[config.mk]
export PLATFORM = sky130hd
export DESIGN_NAME = dsp_backend
export DESIGN_NICKNAME = d
export VERILOG_FILES = /design/src/verilog/dsp_pkg.sv /design/src/verilog/dsp_backend.sv /design/src/verilog/mlsd_check_stage.sv /design/src/verilog/slicer_stage.sv /design/src/verilog/ffe_stage.sv /design/src/verilog/lane_delay_line.sv
export SDC_FILE = /design/constraint.sdc
export NUM_CORES = 2
export LEC_CHECK = 0
export BUFFER_PORTS_ARGS = -buffer_cell sky130_fd_sc_hd__buf_2
export CAP_MARGIN = 30
export CORE_UTILIZATION = 40
export CTS_BUF_LIST = sky130_fd_sc_hd__clkbuf_8
export DETAILED_ROUTE_END_ITERATION = 10
export HOLD_SLACK_MARGIN = 0.1
export PLACE_DENSITY = 0.57
export SLEW_MARGIN = 20
export SYNTH_ARGS = -nofsm -noshare
export SYNTH_HDL_FRONTEND = slang
export SYNTH_HIERARCHICAL = 1
export SYNTH_SLANG_ARGS = --single-unit
[constraint.sdc]
create_clock -name clk -period 9.3 [get_ports clk]
set_input_delay 0.93 -clock clk [delete_from_list [all_inputs] [get_ports clk]]
set_output_delay 0.93 -clock clk [all_outputs]
set_load 0.02 [all_outputs]
[src/verilog/dsp_pkg.sv]
`default_nettype none

package dsp_pkg;

	// signed adc code per lane.
	localparam int CODE_W = 8;

	// equalized estimate after shift and saturation.
	localparam int EST_W = 10;

	// signed ffe weight.
	localparam int WEIGHT_W = 8;

	// three taps reach back at most one whole word for LANES of 2 or more.
	localparam int FFE_TAPS = 3;

	// right shift applied to the tap sum.
	localparam int SHIFT_W = 4;

	// signed channel estimate taps h0 and h1.
	localparam int H_W = 8;

	// lanes per word.
	localparam int DEFAULT_LANES = 4;

endpackage : dsp_pkg

`default_nettype wire
[src/verilog/dsp_backend.sv]
`timescale 1ns/100ps
`default_nettype none

module dsp_backend #(
	parameter int LANES = dsp_pkg::DEFAULT_LANES
) (
	input wire logic clk,
	input wire logic rst_n_i,

	input wire logic [LANES*dsp_pkg::CODE_W-1:0] codes_i,

	input wire logic [dsp_pkg::FFE_TAPS*dsp_pkg::WEIGHT_W-1:0] weight_i,
	input wire logic [dsp_pkg::SHIFT_W-1:0] ffe_shift_i,
	input wire logic signed [dsp_pkg::EST_W-1:0] thresh_i,
	input wire logic signed [dsp_pkg::H_W-1:0] h0_i,
	input wire logic signed [dsp_pkg::H_W-1:0] h1_i,

	output logic [LANES*dsp_pkg::EST_W-1:0] estimates_o,
	output logic [LANES-1:0] bits_o,
	output logic [LANES-1:0] flags_o
);
	import dsp_pkg::*;

	logic [LANES*CODE_W-1:0] prev_codes;
	logic [LANES*CODE_W-1:0] align_codes;
	logic [LANES-1:0] sliced_bits;

	lane_delay_line #(
		.payload_t (logic [LANES*CODE_W-1:0]),
		.DEPTH     (1)
	) i_ffe_hist (
		.clk     (clk),
		.rst_n_i (rst_n_i),
		.d_i     (codes_i),
		.q_o     (prev_codes),
		.tap_o   ()
	);

	// ffe and slicer take two cycles, so the checker sees codes matching its bits.
	lane_delay_line #(
		.payload_t (logic [LANES*CODE_W-1:0]),
		.DEPTH     (2)
	) i_code_align (
		.clk     (clk),
		.rst_n_i (rst_n_i),
		.d_i     (codes_i),
		.q_o     (align_codes),
		.tap_o   ()
	);

	ffe_stage #(
		.LANES (LANES)
	) i_ffe (
		.clk          (clk),
		.rst_n_i      (rst_n_i),
		.codes_i      (codes_i),
		.prev_codes_i (prev_codes),
		.weight_i     (weight_i),
		.ffe_shift_i  (ffe_shift_i),
		.est_o        (estimates_o)
	);

	slicer_stage #(
		.LANES (LANES)
	) i_slicer (
		.clk      (clk),
		.rst_n_i  (rst_n_i),
		.est_i    (estimates_o),
		.thresh_i (thresh_i),
		.bits_o   (sliced_bits)
	);

	mlsd_check_stage #(
		.LANES (LANES)
	) i_mlsd_check (
		.clk     (clk),
		.rst_n_i (rst_n_i),
		.bits_i  (sliced_bits),
		.codes_i (align_codes),
		.h0_i    (h0_i),
		.h1_i    (h1_i),
		.bits_o  (bits_o),
		.flags_o (flags_o)
	);

endmodule : dsp_backend

`default_nettype wire

[src/verilog/mlsd_check_stage.sv]
`timescale 1ns/100ps
`default_nettype none

module mlsd_check_stage #(
	parameter int LANES = dsp_pkg::DEFAULT_LANES
) (
	input wire logic clk,
	input wire logic rst_n_i,

	input wire logic [LANES-1:0] bits_i,
	input wire logic [LANES*dsp_pkg::CODE_W-1:0] codes_i,

	input wire logic signed [dsp_pkg::H_W-1:0] h0_i,
	input wire logic signed [dsp_pkg::H_W-1:0] h1_i,

	output logic [LANES-1:0] bits_o,
	output logic [LANES-1:0] flags_o
);
	import dsp_pkg::*;

	// room for code minus the largest expectation, h0 plus h1.
	localparam int DIFF_W = ((CODE_W > H_W) ? CODE_W : H_W) + 3;
	localparam int ERR_W = DIFF_W + 1;

	logic [LANES-1:0] bits_hist;
	logic [LANES*CODE_W-1:0] codes_hist;

	// bit k-1, the word under test, then bit k+1 from the next word.
	logic bit_win [LANES+2];
	logic signed [CODE_W-1:0] code_win [LANES+1];

	logic [ERR_W-1:0] err_a [LANES];
	logic [ERR_W-1:0] err_b [LANES];
	logic [LANES-1:0] flags_d;

	function automatic logic signed [DIFF_W-1:0] sym_term(input logic b,
		input logic signed [H_W-1:0] h);
		return b ? DIFF_W'(h) : -DIFF_W'(h);
	endfunction

	function automatic logic [ERR_W-1:0] abs_err(input logic signed [CODE_W-1:0] code,
		input logic signed [DIFF_W-1:0] exp_val);
		logic signed [DIFF_W-1:0] d;
		d = DIFF_W'(code) - exp_val;
		return d[DIFF_W-1] ? ERR_W'(-d) : ERR_W'(d);
	endfunction

	// error over samples k and k+1 for one choice of bit k.
	function automatic logic [ERR_W-1:0] seq_err(
		input logic signed [CODE_W-1:0] c_cur, c_next,
		input logic b_prev, b_cur, b_next,
		input logic signed [H_W-1:0] h0, h1);
		return abs_err(c_cur, sym_term(b_cur, h0) + sym_term(b_prev, h1))
			+ abs_err(c_next, sym_term(b_next, h0) + sym_term(b_cur, h1));
	endfunction

	lane_delay_line #(
		.payload_t (logic [LANES-1:0]),
		.DEPTH     (1)
	) i_bit_hist (
		.clk     (clk),
		.rst_n_i (rst_n_i),
		.d_i     (bits_i),
		.q_o     (bits_hist),
		.tap_o   ()
	);

	lane_delay_line #(
		.payload_t (logic [LANES*CODE_W-1:0]),
		.DEPTH     (1)
	) i_code_hist (
		.clk     (clk),
		.rst_n_i (rst_n_i),
		.d_i     (codes_i),
		.q_o     (codes_hist),
		.tap_o   ()
	);

	// the last bit of the word before sits in the output register.
	always_comb begin
		bit_win[0] = bits_o[LANES-1];
		bit_win[LANES+1] = bits_i[0];
		code_win[LANES] = codes_i[CODE_W-1:0];
		for (int i = 0; i < LANES; i++) begin
			bit_win[i+1] = bits_hist[i];
			code_win[i] = codes_hist[i*CODE_W +: CODE_W];
		end
	end

	always_comb begin
		for (int l = 0; l < LANES; l++) begin
			err_a[l] = seq_err(code_win[l], code_win[l+1],
				bit_win[l], bit_win[l+1], bit_win[l+2], h0_i, h1_i);
			err_b[l] = seq_err(code_win[l], code_win[l+1],
				bit_win[l], ~bit_win[l+1], bit_win[l+2], h0_i, h1_i);
			flags_d[l] = err_b[l] < err_a[l];
		end
	end

	always_ff @(posedge clk) begin
		if (!rst_n_i) begin
			bits_o <= '0;
			flags_o <= '0;
		end else begin
			bits_o <= bits_hist;
			flags_o <= flags_d;
		end
	end

	// with no channel both hypotheses tie.
	a_no_flag_flat: assert property (@(posedge clk) disable iff (!rst_n_i)
		($past(h0_i) == '0 && $past(h1_i) == '0) |-> flags_o == '0);

endmodule : mlsd_check_stage

`default_nettype wire

[src/verilog/slicer_stage.sv]
`timescale 1ns/100ps
`default_nettype none

module slicer_stage #(
	parameter int LANES = dsp_pkg::DEFAULT_LANES
) (
	input wire logic clk,
	input wire logic rst_n_i,

	input wire logic [LANES*dsp_pkg::EST_W-1:0] est_i,
	input wire logic signed [dsp_pkg::EST_W-1:0] thresh_i,

	output logic [LANES-1:0] bits_o
);
	import dsp_pkg::*;

	// bit is 1 at or above the threshold.
	always_ff @(posedge clk) begin
		if (!rst_n_i) begin
			bits_o <= '0;
		end else begin
			for (int l = 0; l < LANES; l++) begin
				bits_o[l] <= $signed(est_i[l*EST_W +: EST_W]) >= thresh_i;
			end
		end
	end

	a_bits_known: assert property (@(posedge clk) disable iff (!rst_n_i)
		!$isunknown(bits_o));

endmodule : slicer_stage

`default_nettype wire

[src/verilog/ffe_stage.sv]
`timescale 1ns/100ps
`default_nettype none

module ffe_stage #(
	parameter int LANES = dsp_pkg::DEFAULT_LANES
) (
	input wire logic clk,
	input wire logic rst_n_i,

	input wire logic [LANES*dsp_pkg::CODE_W-1:0] codes_i,
	input wire logic [LANES*dsp_pkg::CODE_W-1:0] prev_codes_i,

	input wire logic [dsp_pkg::FFE_TAPS*dsp_pkg::WEIGHT_W-1:0] weight_i,
	input wire logic [dsp_pkg::SHIFT_W-1:0] ffe_shift_i,

	output logic [LANES*dsp_pkg::EST_W-1:0] est_o
);
	import dsp_pkg::*;

	// full precision of one tap sum.
	localparam int SUM_W = CODE_W + WEIGHT_W + $clog2(FFE_TAPS);

	localparam logic signed [EST_W-1:0] EST_MAX = {1'b0, {(EST_W-1){1'b1}}};
	localparam logic signed [EST_W-1:0] EST_MIN = {1'b1, {(EST_W-1){1'b0}}};
	localparam logic signed [SUM_W-1:0] SUM_MAX = SUM_W'(EST_MAX);
	localparam logic signed [SUM_W-1:0] SUM_MIN = SUM_W'(EST_MIN);

	logic signed [CODE_W-1:0] window [2*LANES];
	logic signed [SUM_W-1:0] sum [LANES];
	logic signed [SUM_W-1:0] shifted [LANES];
	logic signed [EST_W-1:0] sat [LANES];
	logic [LANES-1:0] ovf_pos;
	logic [LANES-1:0] ovf_neg;

	// previous word first, so lanes 0 and 1 can look back across the boundary.
	always_comb begin
		for (int i = 0; i < LANES; i++) begin
			window[i] = prev_codes_i[i*CODE_W +: CODE_W];
			window[LANES+i] = codes_i[i*CODE_W +: CODE_W];
		end
	end

	always_comb begin
		for (int l = 0; l < LANES; l++) begin
			sum[l] = '0;
			// tap t weights the sample t positions earlier.
			for (int t = 0; t < FFE_TAPS; t++) begin
				sum[l] = sum[l]
					+ $signed(weight_i[t*WEIGHT_W +: WEIGHT_W]) * window[LANES+l-t];
			end
			shifted[l] = sum[l] >>> ffe_shift_i;
			ovf_pos[l] = shifted[l] > SUM_MAX;
			ovf_neg[l] = shifted[l] < SUM_MIN;
			if (ovf_pos[l]) begin
				sat[l] = EST_MAX;
			end else if (ovf_neg[l]) begin
				sat[l] = EST_MIN;
			end else begin
				sat[l] = shifted[l][EST_W-1:0];
			end
		end
	end

	always_ff @(posedge clk) begin
		if (!rst_n_i) begin
			est_o <= '0;
		end else begin
			for (int l = 0; l < LANES; l++) begin
				est_o[l*EST_W +: EST_W] <= sat[l];
			end
		end
	end

	// a clipped lane lands on the rail of its own sign one cycle later.
	for (genvar l = 0; l < LANES; l++) begin : g_sat_check
		a_sat_pos: assert property (@(posedge clk) disable iff (!rst_n_i)
			ovf_pos[l] |=> $signed(est_o[l*EST_W +: EST_W]) == EST_MAX);
		a_sat_neg: assert property (@(posedge clk) disable iff (!rst_n_i)
			ovf_neg[l] |=> $signed(est_o[l*EST_W +: EST_W]) == EST_MIN);
	end

endmodule : ffe_stage

`default_nettype wire

[src/verilog/lane_delay_line.sv]
`timescale 1ns/100ps
`default_nettype none

module lane_delay_line #(
	parameter type payload_t = logic,
	parameter int DEPTH = 1
) (
	input wire logic clk,
	input wire logic rst_n_i,

	input wire payload_t d_i,

	output payload_t q_o,
	output payload_t tap_o [DEPTH]
);

	// tap 0 is the most recent word.
	always_ff @(posedge clk) begin
		if (!rst_n_i) begin
			for (int i = 0; i < DEPTH; i++) begin
				tap_o[i] <= '0;
			end
		end else begin
			tap_o[0] <= d_i;
			for (int i = 1; i < DEPTH; i++) begin
				tap_o[i] <= tap_o[i-1];
			end
		end
	end

	assign q_o = tap_o[DEPTH-1];

	if (DEPTH < 1) begin : g_depth_check
		$error("lane_delay_line needs DEPTH of at least 1");
	end

endmodule : lane_delay_line

`default_nettype wire

==> results.yml <==
run_status:
  outcome: "complete, no violations"
clock_network:
  cts_sinks: 168
  root_buffer: "clkbuf_8"
  post_cts_buffers: 0
  cts_buffers: 17
  clk_latency_ns: 0.59
  htree_levels: 4
  holdBufCountCts: 0
  cts_tree: "yes"
  clk_pin_slew_ns: 0.13
  cts_resized: 0
  clockBufferDepth: 2
synth:
  synth_cells: 6746
  synth_area_um2: 59500
  synth_warnings: 6
  synth.avg_cell_area_um2: 8.82
  synth_nets: 8507
placed_design:
  gp_congestion: 0.918
  port_buffers: 135
  post-dp-hpwl_um: 154000
  placedCellCount: 8751
  postPlaceCellArea_um2: 63200
finish:
  drive_above_1_share_pct: 8.58
  finalNonFillerCells: 8792
  stdcell_area_um2: 63600
  area_delta_synth_final_pct: 6.91
  nFillCells: 14700
  final_nets: 8603
detailed_routing:
  vias: 46300
  via_per_inst: 5.26
  dr.pass1.iters: 7
  wl_um: 184000
  ant_nets: 0
  drt_iter0_markers: 2650
  wl_per_cell_um: 20.9
  drc: 0
sta:
  skew_ns: 0.0384
  setup_viol: 0
  maxSlewViolCount: 0
  period_needed_ns: 8.70
  finalHoldViolations: 0
  fin_tns_setup_ns: 0
  rsz0062_at_grt: "false"
  final.period_utilization_pct: 93.5
  tightest_slew_ns: 0.995
  slew_headroom_pct: 33.6
  fmax_ghz: 0.115
  fin_hold_ws_ns: 0.425
critical_path:
  critical_path_arrival_ns: 9.12
  cp_max_fo: 25
  critPathLaunchType: "input pin"
  rr_worst_depth: 22
  path_class: "input pin to register"
  cp_data_required_time_ns: 9.72
  crit_path_end_kind: "register"
floorplanning:
  fp.dieW_um: 388
  pin_count: 136
  dieArea_um2: 150000
  initial_core_util_pct: 40.3
  core.rowCount: 141
  fp.dieH_um: 388
  core_area_um2: 148000
grt:
  grt_pass1_wl_um: 286000
  grt-ovfl-total: 0
  grt_pass1_vias: 48900
  grt_max_degree: 96
  grt_antenna_before_repair: 16
  grt_usage_pct: 24.9
job:
  cap_violations: 0
min_path:
  hold_path.class: "register to register"
  hold-path-cell-count: 1
## cell type report
type | count | area (um^2) | share of cell area [%]
Timing Repair Buffer | 345 | 2320 | 3.64
Tap cell | 1930 | 2410 | 3.80
Sequential cell | 168 | 3360 | 5.29
Multi-Input combinational cell | 5057 | 50400 | 79.2
Inverter | 1253 | 4700 | 7.40
Antenna cell | 10 | 25.0 | 0.0393
Clock buffer | 17 | 234 | 0.368
Clock inverter | 12 | 169 | 0.266
## metal layers
layer | share of wire, % | wire length [um] | global-route usage [%] | vias up
met2 | 51 | 93400 | 45.2 | 1194
met4 | 4.9 | 8940 | 10.6 | 2
met1 | 40 | 73500 | 30.0 | 23300
met3 | 4.3 | 7840 | 2.15 | 294
met5 | 0.0065 | 12 | 0 | -
li1 | - | - | - | 21500
## through the flow
step / worst slack (ns) / util [%]
floorplan: 0.973 / -
global placement: 0.164 / 42.7
detailed placement: 0.125 / 42.8
CTS: 0.723 / 43.0
global route: 0.235 / 43.1
finish: 0.602 / 43.1
## placed cells by master, fill, tap and decap left out, types with 11 or more instances in the layout
cell type,count
nand2_1,494
a21oi_1,217
nand4_1,13
buf_4,203
nor3_1,113
xnor2_1,288
nor2b_1,61
a31oi_1,27
o21ai_0,195
mux2i_1,54
o31ai_1,20
a21boi_0,43
xor2_1,176
and2_1,424
ha_1,607
fa_1,1066
and3_1,18
and2_2,112
a211oi_1,32
mux4_2,11
clkbuf_8,17
mux2_2,35
o211ai_1,33
or4_1,14
inv_1,1251
nand2b_1,59
buf_2,135
a21o_1,91
o21a_1,103
nor2_1,366
a211o_1,16
o211a_1,13
nand3_1,44
nor4_1,16
o21bai_1,18
o22ai_1,12
nor3b_1,41
dfxtp_1,167
o31a_1,16
or3_1,30
## worst paths after layout
| kind | to | from | slack (ns) |
|---|---|---|---|
| setup reg to reg | i_ffe/est_o[15] | i_ffe_hist/q_o[26] | 0.87 |
| setup / recovery | i_ffe/est_o[24] | weight_i[15] | 0.60 |
| hold reg to reg | i_code_align/q_o[9] | i_code_align/tap_o[41] | 0.42 |
| hold / removal | i_code_align/q_o[9] | i_code_align/tap_o[41] | 0.42 |
## critical path: stages
cell and delay [ns]:
buf_2 0.48, buf_4 0.25, and2_1 0.36, fa_1 0.48
inv_1 0.09, fa_1 0.45, fa_1 0.48, fa_1 0.52
fa_1 0.52, fa_1 0.56, inv_1 0.07, fa_1 0.55
ha_1 0.42, o21ai_0 0.16, nor3_1 0.35, o2111ai_1 0.26
mux2i_1 0.18, a2111oi_0 0.61, buf_4 0.23, a22oi_1 0.08
o211ai_1 0.19, a211oi_1 0.09, a41oi_1 0.65, o22ai_1 0.13
## flip-flops by register name, summed over array words and instances, names as in the netlist
| name | flops |
|---|---|
| i_slicer/bits_o | 4 |
| i_mlsd_check/i_bit_hist/q_o | 4 |
| i_mlsd_check/bits_o | 4 |
| i_code_align/q_o | 32 |
| i_ffe_hist/q_o | 16 |
| i_mlsd_check/flags_o | 4 |
| i_ffe/est_o | 40 |
| i_mlsd_check/i_code_hist/q_o | 32 |
| i_code_align/tap_o | 32 |
Power is not shown: default switching activity piles up to over one toggle a cycle in this logic, so the estimate is an artifact.
